### src/design/bp_types_pkg.sv
package bp_types_pkg;

    // --------------------
    // Address widths
    // --------------------

    // Every instruction address and every branch target is a full
    // 32-bit byte address
    localparam int unsigned ADDR_BITS = 32;

    // Compressed instructions sit on 16-bit boundaries, so only bit 0
    // carries no information and the table index starts at bit 1
    localparam int unsigned INDEX_LSB = 1;

    // --------------------
    // Vector types
    // --------------------

    // Program counters from fetch, resolved branch addresses from execute
    // and stored targets all use this one type
    typedef logic [ADDR_BITS-1:0] addr_t;

    // The index and tag widths depend on the table depth, which is a
    // module parameter, so each table derives them locally from
    // ADDR_BITS and INDEX_LSB

endpackage : bp_types_pkg

### src/design/bp_msg_pkg.sv
package bp_msg_pkg;

    import bp_types_pkg::*;

    // --------------------
    // Fetch side
    // --------------------

    // Lookup request from fetch, the strobe travels beside it
    typedef struct packed {
        addr_t pc;
    } lookup_req_t;

    // Prediction returned to fetch one cycle after the lookup
    // is_branch reports the kind held in the buffer, a miss leaves it stale
    typedef struct packed {
        logic  hit;
        logic  taken;
        logic  is_branch;
        addr_t target;
    } bp_pred_t;

    // --------------------
    // Execute side
    // --------------------

    // A resolved control transfer, exactly one of is_branch and is_jump
    // is expected to be set when the update strobe is high
    typedef struct packed {
        addr_t instr_address;
        addr_t target;
        logic  taken;
        logic  is_branch;
        logic  is_jump;
    } bp_update_t;

    // --------------------
    // Direction counters
    // --------------------

    // The upper bit of the encoding is the predicted direction
    typedef enum logic [1:0] {
        STRONG_NT = 2'b00,
        WEAK_NT   = 2'b01,
        WEAK_T    = 2'b10,
        STRONG_T  = 2'b11
    } counter_state_e;

endpackage : bp_msg_pkg

### src/design/branch_target_buffer.sv
`timescale 1ns/1ps

module branch_target_buffer #(
    parameter int unsigned INDEX_BITS = 6
) (
    input  logic                   clk_i,
    input  logic                   rst_n_i,

    // Lookup port from fetch
    input  logic                   rd_en_i,
    input  bp_types_pkg::addr_t    rd_pc_i,

    // Resolved branch from execute
    input  logic                   wr_en_i,
    input  bp_msg_pkg::bp_update_t wr_update_i,

    // Registered lookup result
    output logic                   hit_o,
    output logic                   is_branch_o,
    output bp_types_pkg::addr_t    target_o
);

    import bp_types_pkg::*;
    import bp_msg_pkg::*;

    // --------------------
    // Geometry
    // --------------------

    localparam int unsigned ENTRIES  = 2 ** INDEX_BITS;
    localparam int unsigned TAG_LSB  = INDEX_LSB + INDEX_BITS;
    localparam int unsigned TAG_BITS = ADDR_BITS - TAG_LSB;

    // Payload of one entry, the valid bit lives apart so it can be reset
    typedef struct packed {
        logic                is_branch;
        logic [TAG_BITS-1:0] tag;
        addr_t               target;
    } btb_entry_t;

    btb_entry_t          mem [ENTRIES];
    logic [ENTRIES-1:0]  valid_q;

    logic [INDEX_BITS-1:0] rd_idx;
    logic [INDEX_BITS-1:0] wr_idx;
    logic [TAG_BITS-1:0]   wr_tag;
    logic                  wr_alloc;

    // Index from bit 1 upward, tag from the bits above the index
    assign rd_idx = rd_pc_i[INDEX_LSB +: INDEX_BITS];
    assign wr_idx = wr_update_i.instr_address[INDEX_LSB +: INDEX_BITS];
    assign wr_tag = wr_update_i.instr_address[ADDR_BITS-1 -: TAG_BITS];

    // Only a transfer that actually redirected fetch earns an entry
    // A not-taken branch still trains its counter elsewhere
    assign wr_alloc = wr_en_i && wr_update_i.taken
                      && (wr_update_i.is_branch || wr_update_i.is_jump);

    // --------------------
    // Write port
    // --------------------

    // A matching index is simply overwritten, there is one way only
    always_ff @(posedge clk_i) begin
        if (wr_alloc) begin
            mem[wr_idx] <= '{is_branch: wr_update_i.is_branch,
                             tag:       wr_tag,
                             target:    wr_update_i.target};
        end
    end

    always_ff @(posedge clk_i) begin
        if (!rst_n_i) begin
            valid_q <= '0;
        end else if (wr_alloc) begin
            valid_q[wr_idx] <= 1'b1;
        end
    end

    // --------------------
    // Read port
    // --------------------

    btb_entry_t          rd_entry_q;
    logic                rd_valid_q;
    logic [TAG_BITS-1:0] rd_tag_q;

    // The entry is sampled with the old table contents, so a write in the
    // same cycle is only seen by the next lookup
    always_ff @(posedge clk_i) begin
        if (rd_en_i) begin
            rd_entry_q <= mem[rd_idx];
            rd_tag_q   <= rd_pc_i[ADDR_BITS-1 -: TAG_BITS];
        end
    end

    // Without a lookup the previous result is held
    always_ff @(posedge clk_i) begin
        if (!rst_n_i) begin
            rd_valid_q <= 1'b0;
        end else if (rd_en_i) begin
            rd_valid_q <= valid_q[rd_idx];
        end
    end

    // Tag compare happens after the register, against the saved lookup tag
    assign hit_o       = rd_valid_q && (rd_entry_q.tag == rd_tag_q);
    assign is_branch_o = rd_entry_q.is_branch;
    assign target_o    = rd_entry_q.target;

endmodule : branch_target_buffer

### src/design/bimodal_counter_table.sv
`timescale 1ns/1ps

module bimodal_counter_table #(
    parameter int unsigned INDEX_BITS = 6
) (
    input  logic                       clk_i,
    input  logic                       rst_n_i,

    // Lookup port from fetch
    input  logic                       rd_en_i,
    input  bp_types_pkg::addr_t        rd_pc_i,

    // Resolved branch from execute
    input  logic                       upd_en_i,
    input  bp_msg_pkg::bp_update_t     upd_i,

    // Registered counter of the looked-up pc
    output bp_msg_pkg::counter_state_e state_o
);

    import bp_types_pkg::*;
    import bp_msg_pkg::*;

    localparam int unsigned ENTRIES = 2 ** INDEX_BITS;

    // --------------------
    // Counter stepping
    // --------------------

    // Moves one state in the resolved direction and sticks at either end
    function automatic counter_state_e step_counter(
        input counter_state_e cur,
        input logic           taken
    );
        counter_state_e nxt;
        nxt = cur;
        case (cur)
            STRONG_NT: nxt = taken ? WEAK_NT  : STRONG_NT;
            WEAK_NT:   nxt = taken ? WEAK_T   : STRONG_NT;
            WEAK_T:    nxt = taken ? STRONG_T : WEAK_NT;
            STRONG_T:  nxt = taken ? STRONG_T : WEAK_T;
            default:   nxt = WEAK_NT;
        endcase
        return nxt;
    endfunction

    // --------------------
    // Counter array
    // --------------------

    counter_state_e        ctr_q [ENTRIES];
    logic [INDEX_BITS-1:0] rd_idx;
    logic [INDEX_BITS-1:0] upd_idx;
    logic                  upd_train;

    // Same index bits as the target buffer, but no tag, so aliasing
    // branches share one counter
    assign rd_idx  = rd_pc_i[INDEX_LSB +: INDEX_BITS];
    assign upd_idx = upd_i.instr_address[INDEX_LSB +: INDEX_BITS];

    // Jumps are always taken and never touch the counters
    assign upd_train = upd_en_i && upd_i.is_branch;

    // Every counter starts weakly not taken
    always_ff @(posedge clk_i) begin
        if (!rst_n_i) begin
            for (int i = 0; i < ENTRIES; i++) begin
                ctr_q[i] <= WEAK_NT;
            end
        end else if (upd_train) begin
            ctr_q[upd_idx] <= step_counter(ctr_q[upd_idx], upd_i.taken);
        end
    end

    // --------------------
    // Read register
    // --------------------

    // Reads see the array before a same-cycle update lands
    always_ff @(posedge clk_i) begin
        if (!rst_n_i) begin
            state_o <= WEAK_NT;
        end else if (rd_en_i) begin
            state_o <= ctr_q[rd_idx];
        end
    end

endmodule : bimodal_counter_table

### src/design/branch_predictor.sv
`timescale 1ns/1ps

module branch_predictor #(
    parameter int unsigned INDEX_BITS = 6
) (
    input  logic                    clk_i,
    input  logic                    rst_n_i,

    // Lookup strobe and pc from fetch
    input  logic                    lookup_valid_i,
    input  bp_msg_pkg::lookup_req_t lookup_i,

    // Resolved branch from execute
    input  logic                    update_valid_i,
    input  bp_msg_pkg::bp_update_t  update_i,

    // Prediction back to fetch, one cycle after the lookup
    output logic                    pred_valid_o,
    output bp_msg_pkg::bp_pred_t    pred_o
);

    import bp_types_pkg::*;
    import bp_msg_pkg::*;

    logic           btb_hit;
    logic           btb_is_branch;
    addr_t          btb_target;
    counter_state_e ctr_state;
    logic           ctr_taken;

    // --------------------
    // Tables
    // --------------------

    // Both tables see the same pc and the same update, so their results
    // line up in the same cycle
    branch_target_buffer #(
        .INDEX_BITS (INDEX_BITS)
    ) u_btb (
        .clk_i       (clk_i),
        .rst_n_i     (rst_n_i),
        .rd_en_i     (lookup_valid_i),
        .rd_pc_i     (lookup_i.pc),
        .wr_en_i     (update_valid_i),
        .wr_update_i (update_i),
        .hit_o       (btb_hit),
        .is_branch_o (btb_is_branch),
        .target_o    (btb_target)
    );

    bimodal_counter_table #(
        .INDEX_BITS (INDEX_BITS)
    ) u_bct (
        .clk_i    (clk_i),
        .rst_n_i  (rst_n_i),
        .rd_en_i  (lookup_valid_i),
        .rd_pc_i  (lookup_i.pc),
        .upd_en_i (update_valid_i),
        .upd_i    (update_i),
        .state_o  (ctr_state)
    );

    // --------------------
    // Merge
    // --------------------

    // Result valid follows the lookup strobe by exactly one cycle
    always_ff @(posedge clk_i) begin
        if (!rst_n_i) begin
            pred_valid_o <= 1'b0;
        end else begin
            pred_valid_o <= lookup_valid_i;
        end
    end

    // Both taken states of the counter predict taken
    assign ctr_taken = (ctr_state == WEAK_T) || (ctr_state == STRONG_T);

    // A stored jump overrides the counter, a miss never predicts taken
    assign pred_o.hit       = btb_hit;
    assign pred_o.taken     = btb_hit && (!btb_is_branch || ctr_taken);
    assign pred_o.is_branch = btb_is_branch;
    assign pred_o.target    = btb_target;

endmodule : branch_predictor

### config.mk
export PLATFORM = sky130hd
export DESIGN_NAME = branch_predictor
export DESIGN_NICKNAME = d
export VERILOG_FILES = /design/src/design/bp_types_pkg.sv /design/src/design/bp_msg_pkg.sv /design/src/design/branch_target_buffer.sv /design/src/design/bimodal_counter_table.sv /design/src/design/branch_predictor.sv
export SDC_FILE = /design/constraint.sdc
export NUM_CORES = 2
export LEC_CHECK = 0
export BUFFER_PORTS_ARGS = -buffer_cell sky130_fd_sc_hd__buf_4
export CAP_MARGIN = 40
export CORE_ASPECT_RATIO = 0.5
export CORE_MARGIN = 2
export CORE_UTILIZATION = 55
export CTS_CLUSTER_DIAMETER = 120
export DETAILED_ROUTE_END_ITERATION = 6
export GPL_TIMING_DRIVEN = 1
export PLACE_DENSITY = 0.71
export SYNTH_ARGS = -nofsm -noshare
export SYNTH_HDL_FRONTEND = slang
export SYNTH_SLANG_ARGS = --single-unit
### constraint.sdc
create_clock -name clk_i -period 10.5 [get_ports clk_i]
set_input_delay 2.1 -clock clk_i [delete_from_list [all_inputs] [get_ports clk_i]]
set_output_delay 2.1 -clock clk_i [all_outputs]
set_load 0.02 [all_outputs]
# ---- Yosys cells after proc, flatten, opt, wreduce, memory -nomap -nowiden
# Memories as Yosys holds them, arrays and structs flattened. A register that Yosys moved wholly into a read port is not among the register bits.
# Index checks and enable logic that the tools add are counted.
dict set report totals {
  register_bits 91
  out_inout_bits 36
  inputBits 103
  elab_cells 49
  ramBits 3840
  memories 2
}
dict set report op_classes {
  magnitude_cmp 3
  eq_ne 6
  n_reduce_logical 13
  muxes 20
  bitwise_logic 1
}
# name depth word_bits read_ports rd_ports_with_merged_regs write_ports line_no
set memory_table {}
lappend memory_table {u_btb.mem 64 58 1 1 1 branch_target_buffer.sv:41} ;# btb_entry_t mem [ENTRIES];
lappend memory_table {u_bct.ctr_q 64 2 2 1 64 bimodal_counter_table.sv:51} ;# counter_state_e ctr_q [ENTRIES];
# cell n
set op_table {}
lappend op_table {{OR 64 bit} 1}
lappend op_table {{== test 25 bit} 1}
lappend op_table {{< comparator 6 x 7 -> 1 bit, second input constant} 2}
lappend op_table {{2-to-1 mux 1 bit} 11}
lappend op_table {{2-to-1 mux 2 bit} 5}
lappend op_table {{== test 2 bit, second input constant} 4}
lappend op_table {{one-hot mux 2 bit (4 select lines)} 1}
lappend op_table {{binary-select mux 1 bit (select 6 bit)} 1}
lappend op_table {{demux 1 bit (select 6 bit)} 1}
lappend op_table {{>= comparator 6 x 1 -> 1 bit, second input constant} 1}
lappend op_table {{logical AND 1 bit} 6}
lappend op_table {{2-to-1 mux 6 bit} 1}
lappend op_table {{logical OR 1 bit} 3}
lappend op_table {{== test 2 x 1 -> 1 bit, second input constant} 1}
lappend op_table {{logical NOT 1 bit} 2}
lappend op_table {{logical NOT 2 bit} 1}
lappend op_table {{OR reduction 2 bit} 1}

# ---- Longest topological paths before layout
dict set report depth {
  depth_word 6
  depth_mapped 13
  mapped_depth_nobuf 7
}

# ---- Hierarchy
# Synthesis repeated with hierarchy kept, for this count alone.
dict set report hier_totals {
  hier_cells 6398
  area_unflattened_um2 154005.2
}
# mod cells_per_inst area_each_um2 n_inst seq_area_each_um2
set by_module_without_submodules {}
lappend by_module_without_submodules {branch_target_buffer 5722 146191.5 1 115260.5}
lappend by_module_without_submodules {bimodal_counter_table 670 7761.2 1 3883.7}
lappend by_module_without_submodules {branch_predictor 6 52.6 1 20.0}

# ---- Worst setup path after synthesis
# No wires, ideal clock.
dict set report synth_timing {
  path_type {input to register}
  from {in update_i[39] (netlist bit)}
  to {mem u_btb.mem[10][0] (netlist bit) (enable)}
  setup_ps 476
  path_slack_ps 4227
  stages 4
  t_arrival_ps 5797
  required_time_ps 10024
  path_buffers 1
  path_cell_list {clkbuf_1 -> nor3b_1 -> nand2_1 -> nor2_1}
}
# element line_no
set synth_lines {}
lappend synth_lines {{from (decl)} branch_predictor.sv:15} ;# input bp_msg_pkg::bp_update_t update_i,
lappend synth_lines {{to (decl)} branch_target_buffer.sv:41}
# Straight into the memory's write port.

==> flow_metrics.py <==
metrics = {
    "logic_synthesis": {
        "synthCells": 6451,
        "syn_area_per_cell_sq_um": 23.8,
        "ys.flop_type": "edfxtp_1",
        "synthArstFlopShare_pct": 0,
        "synthTopCellsByArea": "edfxtp_1 77%, mux4_2 18%, dfxtp_1 0.87%, clkbuf_1 0.50%, a211oi_1 0.50%",
        "synth_seq_cells": 3990,
        "synth.net_count": 6554,
        "yosys.area.top_type_share_pct": 76.7,
        "ys_seq_area_share_pct": 77.6,
        "ys_types": 61,
        "synth_warnings": 0,
        "synth_area_leader_cell": "edfxtp_1",
        "syn_area_sq_mm": 0.154,
        "synth_edf_count": 3923,
    },
    "job": {
        "drv_cap": 0,
    },
    "route": {
        "ant_nets": 0,
        "avgViaCountPerCell": 6.91,
        "m1WireLength_microns": 151000,
        "drt-initial-drc-count": 12600,
        "routed_wl_microns": 403000,
        "wl_per_cell_microns": 37.4,
        "dr_wl_met3_microns": 50100,
        "vias": 74300,
        "met2_length_microns": 189000,
        "firstDrtPassIters": 7,
        "topRoutingLayerUsed": "met4",
        "drc_errors": 14,
    },
    "critical_path": {
        "arrival_ps": 3620,
        "worstSetupPathType": "reg2out",
        "start_kind": "flop",
        "cp-startpoint": "u_btb.rd_entry_q[56]",
        "crit_family": "simple AND/OR/NAND/NOR gates",
        "cpPeakStageDelay_ps": 580,
        "rr_startpoint": "u_bct.ctr_q[38][1]",
        "slowest_stage": "nor4_1",
        "path_max_fanout": 2,
        "critPathRequiredTime_ps": 8400,
        "path_buf_inv": 1,
        "end_kind": "output pin",
        "cp_cell_sequence": "xor2_1, nor4_1, nand4_1, nor4_1, a21boi_0, buf_4",
        "r2r_cells": 8,
        "path_depth": 6,
        "timing.critical_path.mode_cell": "nor4_1",
    },
    "grt": {
        "grt_start_max_net_pins": 160,
        "grt_pass1_wl_microns": 558000,
        "track_usage_pct": 28.3,
        "grt_remaining_overflow": 0,
        "first_global_vias": 73000,
        "antenna_found_initial": 24,
    },
    "placed_design": {
        "place.port_buffers": 136,
        "dp.cells": 10100,
        "dp_hpwl_microns": 207000,
        "gp_congestion": 0.832,
    },
    "final_layout": {
        "layout_common_cells": "3,923 x edfxtp_1, 1,200 x mux4_2, 347 x clkbuf_16",
        "area_growth_pct": 11.6,
        "finalNonFillerCells": 10800,
        "final_util_pct": 61.6,
        "drive_above_1_share_pct": 30.8,
        "layout_commonest_cell": "edfxtp_1",
        "final_nets": 6828,
    },
    "pwr": {
        "irDropWorstVdd_uv": 133,
        "pwr-share-comb_pct": 4.8,
        "swShare_pct": 20.9,
        "pwr-share-clk_pct": 39.2,
        "leakage_uw": 0.0526,
        "p_int_uw": 24900,
        "power_switching_uw": 6590,
        "pwr-share-seq_pct": 56.0,
        "power_density_mw_per_mm2": 184,
    },
    "clocking": {
        "cts.clk_slew.worst_paths_ps": 70,
        "clockRootBuffer": "clkbuf_16",
        "post-cts-setup-buffer-count": 0,
        "htree_levels": 5,
        "clock_sinks": 3990,
        "postCtsHoldBufs": 0,
        "cts_buffers": 340,
        "clockBufferDepth": 4,
        "clock_latency_ps": 920,
        "ctsResizeCount": 0,
        "cts_tree": "done",
    },
    "hold_path": {
        "hold_depth": 1,
        "min_from": "u_btb.valid_q[54]",
        "hold_path.class": "reg2reg",
    },
    "die": {
        "die_area_sq_mm": 0.284,
        "row_count": 137,
        "dieHeight_microns": 378,
        "core_area_sq_mm": 0.278,
        "die_x_microns": 751,
        "initial_core_util_pct": 55.2,
        "ios": 139,
    },
    "sta": {
        "slew_violations": 0,
        "post-route-min-period_ps": 5720,
        "fin_tns_setup_ps": 0,
        "fin_crit_sh_pct": 54.5,
        "finClkSkew_ps": 45.1,
        "setup_viol_count_final": 0,
        "max_freq_mhz": 175,
        "slew_headroom_pct": 24.8,
        "worstMarginPinSlew_ps": 1130,
        "rsz0062_at_grt": "false",
        "hold_violations": 0,
    },
    "run_status": {
        "violations": "DRC",
        "status": "complete, but fails checks",
    },
}
[synth_stat cells, drive strengths merged, types with 8 or more instances]
cell type / n
mux2: 10
clkbuf: 206
nand2: 138
buf: 212
nand4: 8
nor2: 140
edfxtp: 3923
nand3b: 9
dfxtp: 67
o21ai: 10
nand3: 75
o21a: 64
xnor2: 21
a211oi: 102
a21oi: 47
mux4: 1200
mux2i: 71
nor2b: 46
[worst register-to-register path: stages, from the launching register on]
cell	delay (ps)
edfxtp_1	400
mux4_2	480
nor2_1	130
nor3_1	80
or4_1	530
nor4b_2	400
maj3_2	780
buf_12	290
nor2_1	80
[power by group through the flow]
stage               Sequential [uW]  Combinational (uW)  Clock [uW]
floorplan                     17900                 958           0
global placement              18000                1430           0
detailed placement            18000                1490           0
CTS                           17600                1500       12500
global route                  17600                1580       13000
finish                        17600                1500       12400
[path summary, 6_finish.rpt]
check             slack [ps]                 to
setup / recovery        4780         pred_o[33]
hold / removal           470  u_btb.valid_q[54]
setup reg to reg        7070  u_bct.ctr_q[7][1]
hold reg to reg          470  u_btb.valid_q[54]
[logic make-up after synthesis]
group / Yosys count / share of synthesized area [%]
AOI/OAI and AO/OA: 275 / 1.28
xor gates and xnor gates: 25 / 0.143
adders and majority gates: 2 / 0.0138
buffers and inverters: 425 / 1.31
DFF: 3990 / 77.6
muxes: 1281 / 18.1
and+or+nand+nor: 453 / 1.55
[per-stage QoR]
stage	power, uW	setup WS [ps]	hold WS [ps]	cell area [sq um]
after global placement	19400	4090	441	160000
after detailed placement	19500	4100	449	161000
after CTS	31600	4770	463	171000
after global routing	32200	4630	482	171000
after floorplan	18900	4230	435	154000
final	31500	4780	465	171000
[per-layer routing]
layer | vias to the layer above | track usage, %
met5 | - | 0
met3 | 735 | 6.13
li1 | 28200 | -
met1 | 39800 | 41.8
met2 | 5525 | 43.6
met4 | 0 | 8.04
[state kept, by name, indices dropped and copies added, names as in the netlist]
signal	cells
u_btb.rd_entry_q	25
u_btb.target_o	32
u_btb.valid_q	64
u_btb.mem	3712
u_btb.rd_tag_q	25
u_bct.ctr_q	128
pred_valid_o	1
u_btb.is_branch_o	1
u_btb.rd_valid_q	1
u_bct.state_o	1
[final cells by class]
type                            instances  area [sq um]
Sequential cell                      3990        119000
Fill cell                           18200        107000
Multi-Input combinational cell       2036         33000
Clock buffer                          423          8980
Tap cell                             3753          4700
Timing Repair Buffer                  350          3980
Clock inverter                        184          1600
Inverter                                7          26.3
Antenna cell                            9          22.5
(Power assumes the default switching activity.)
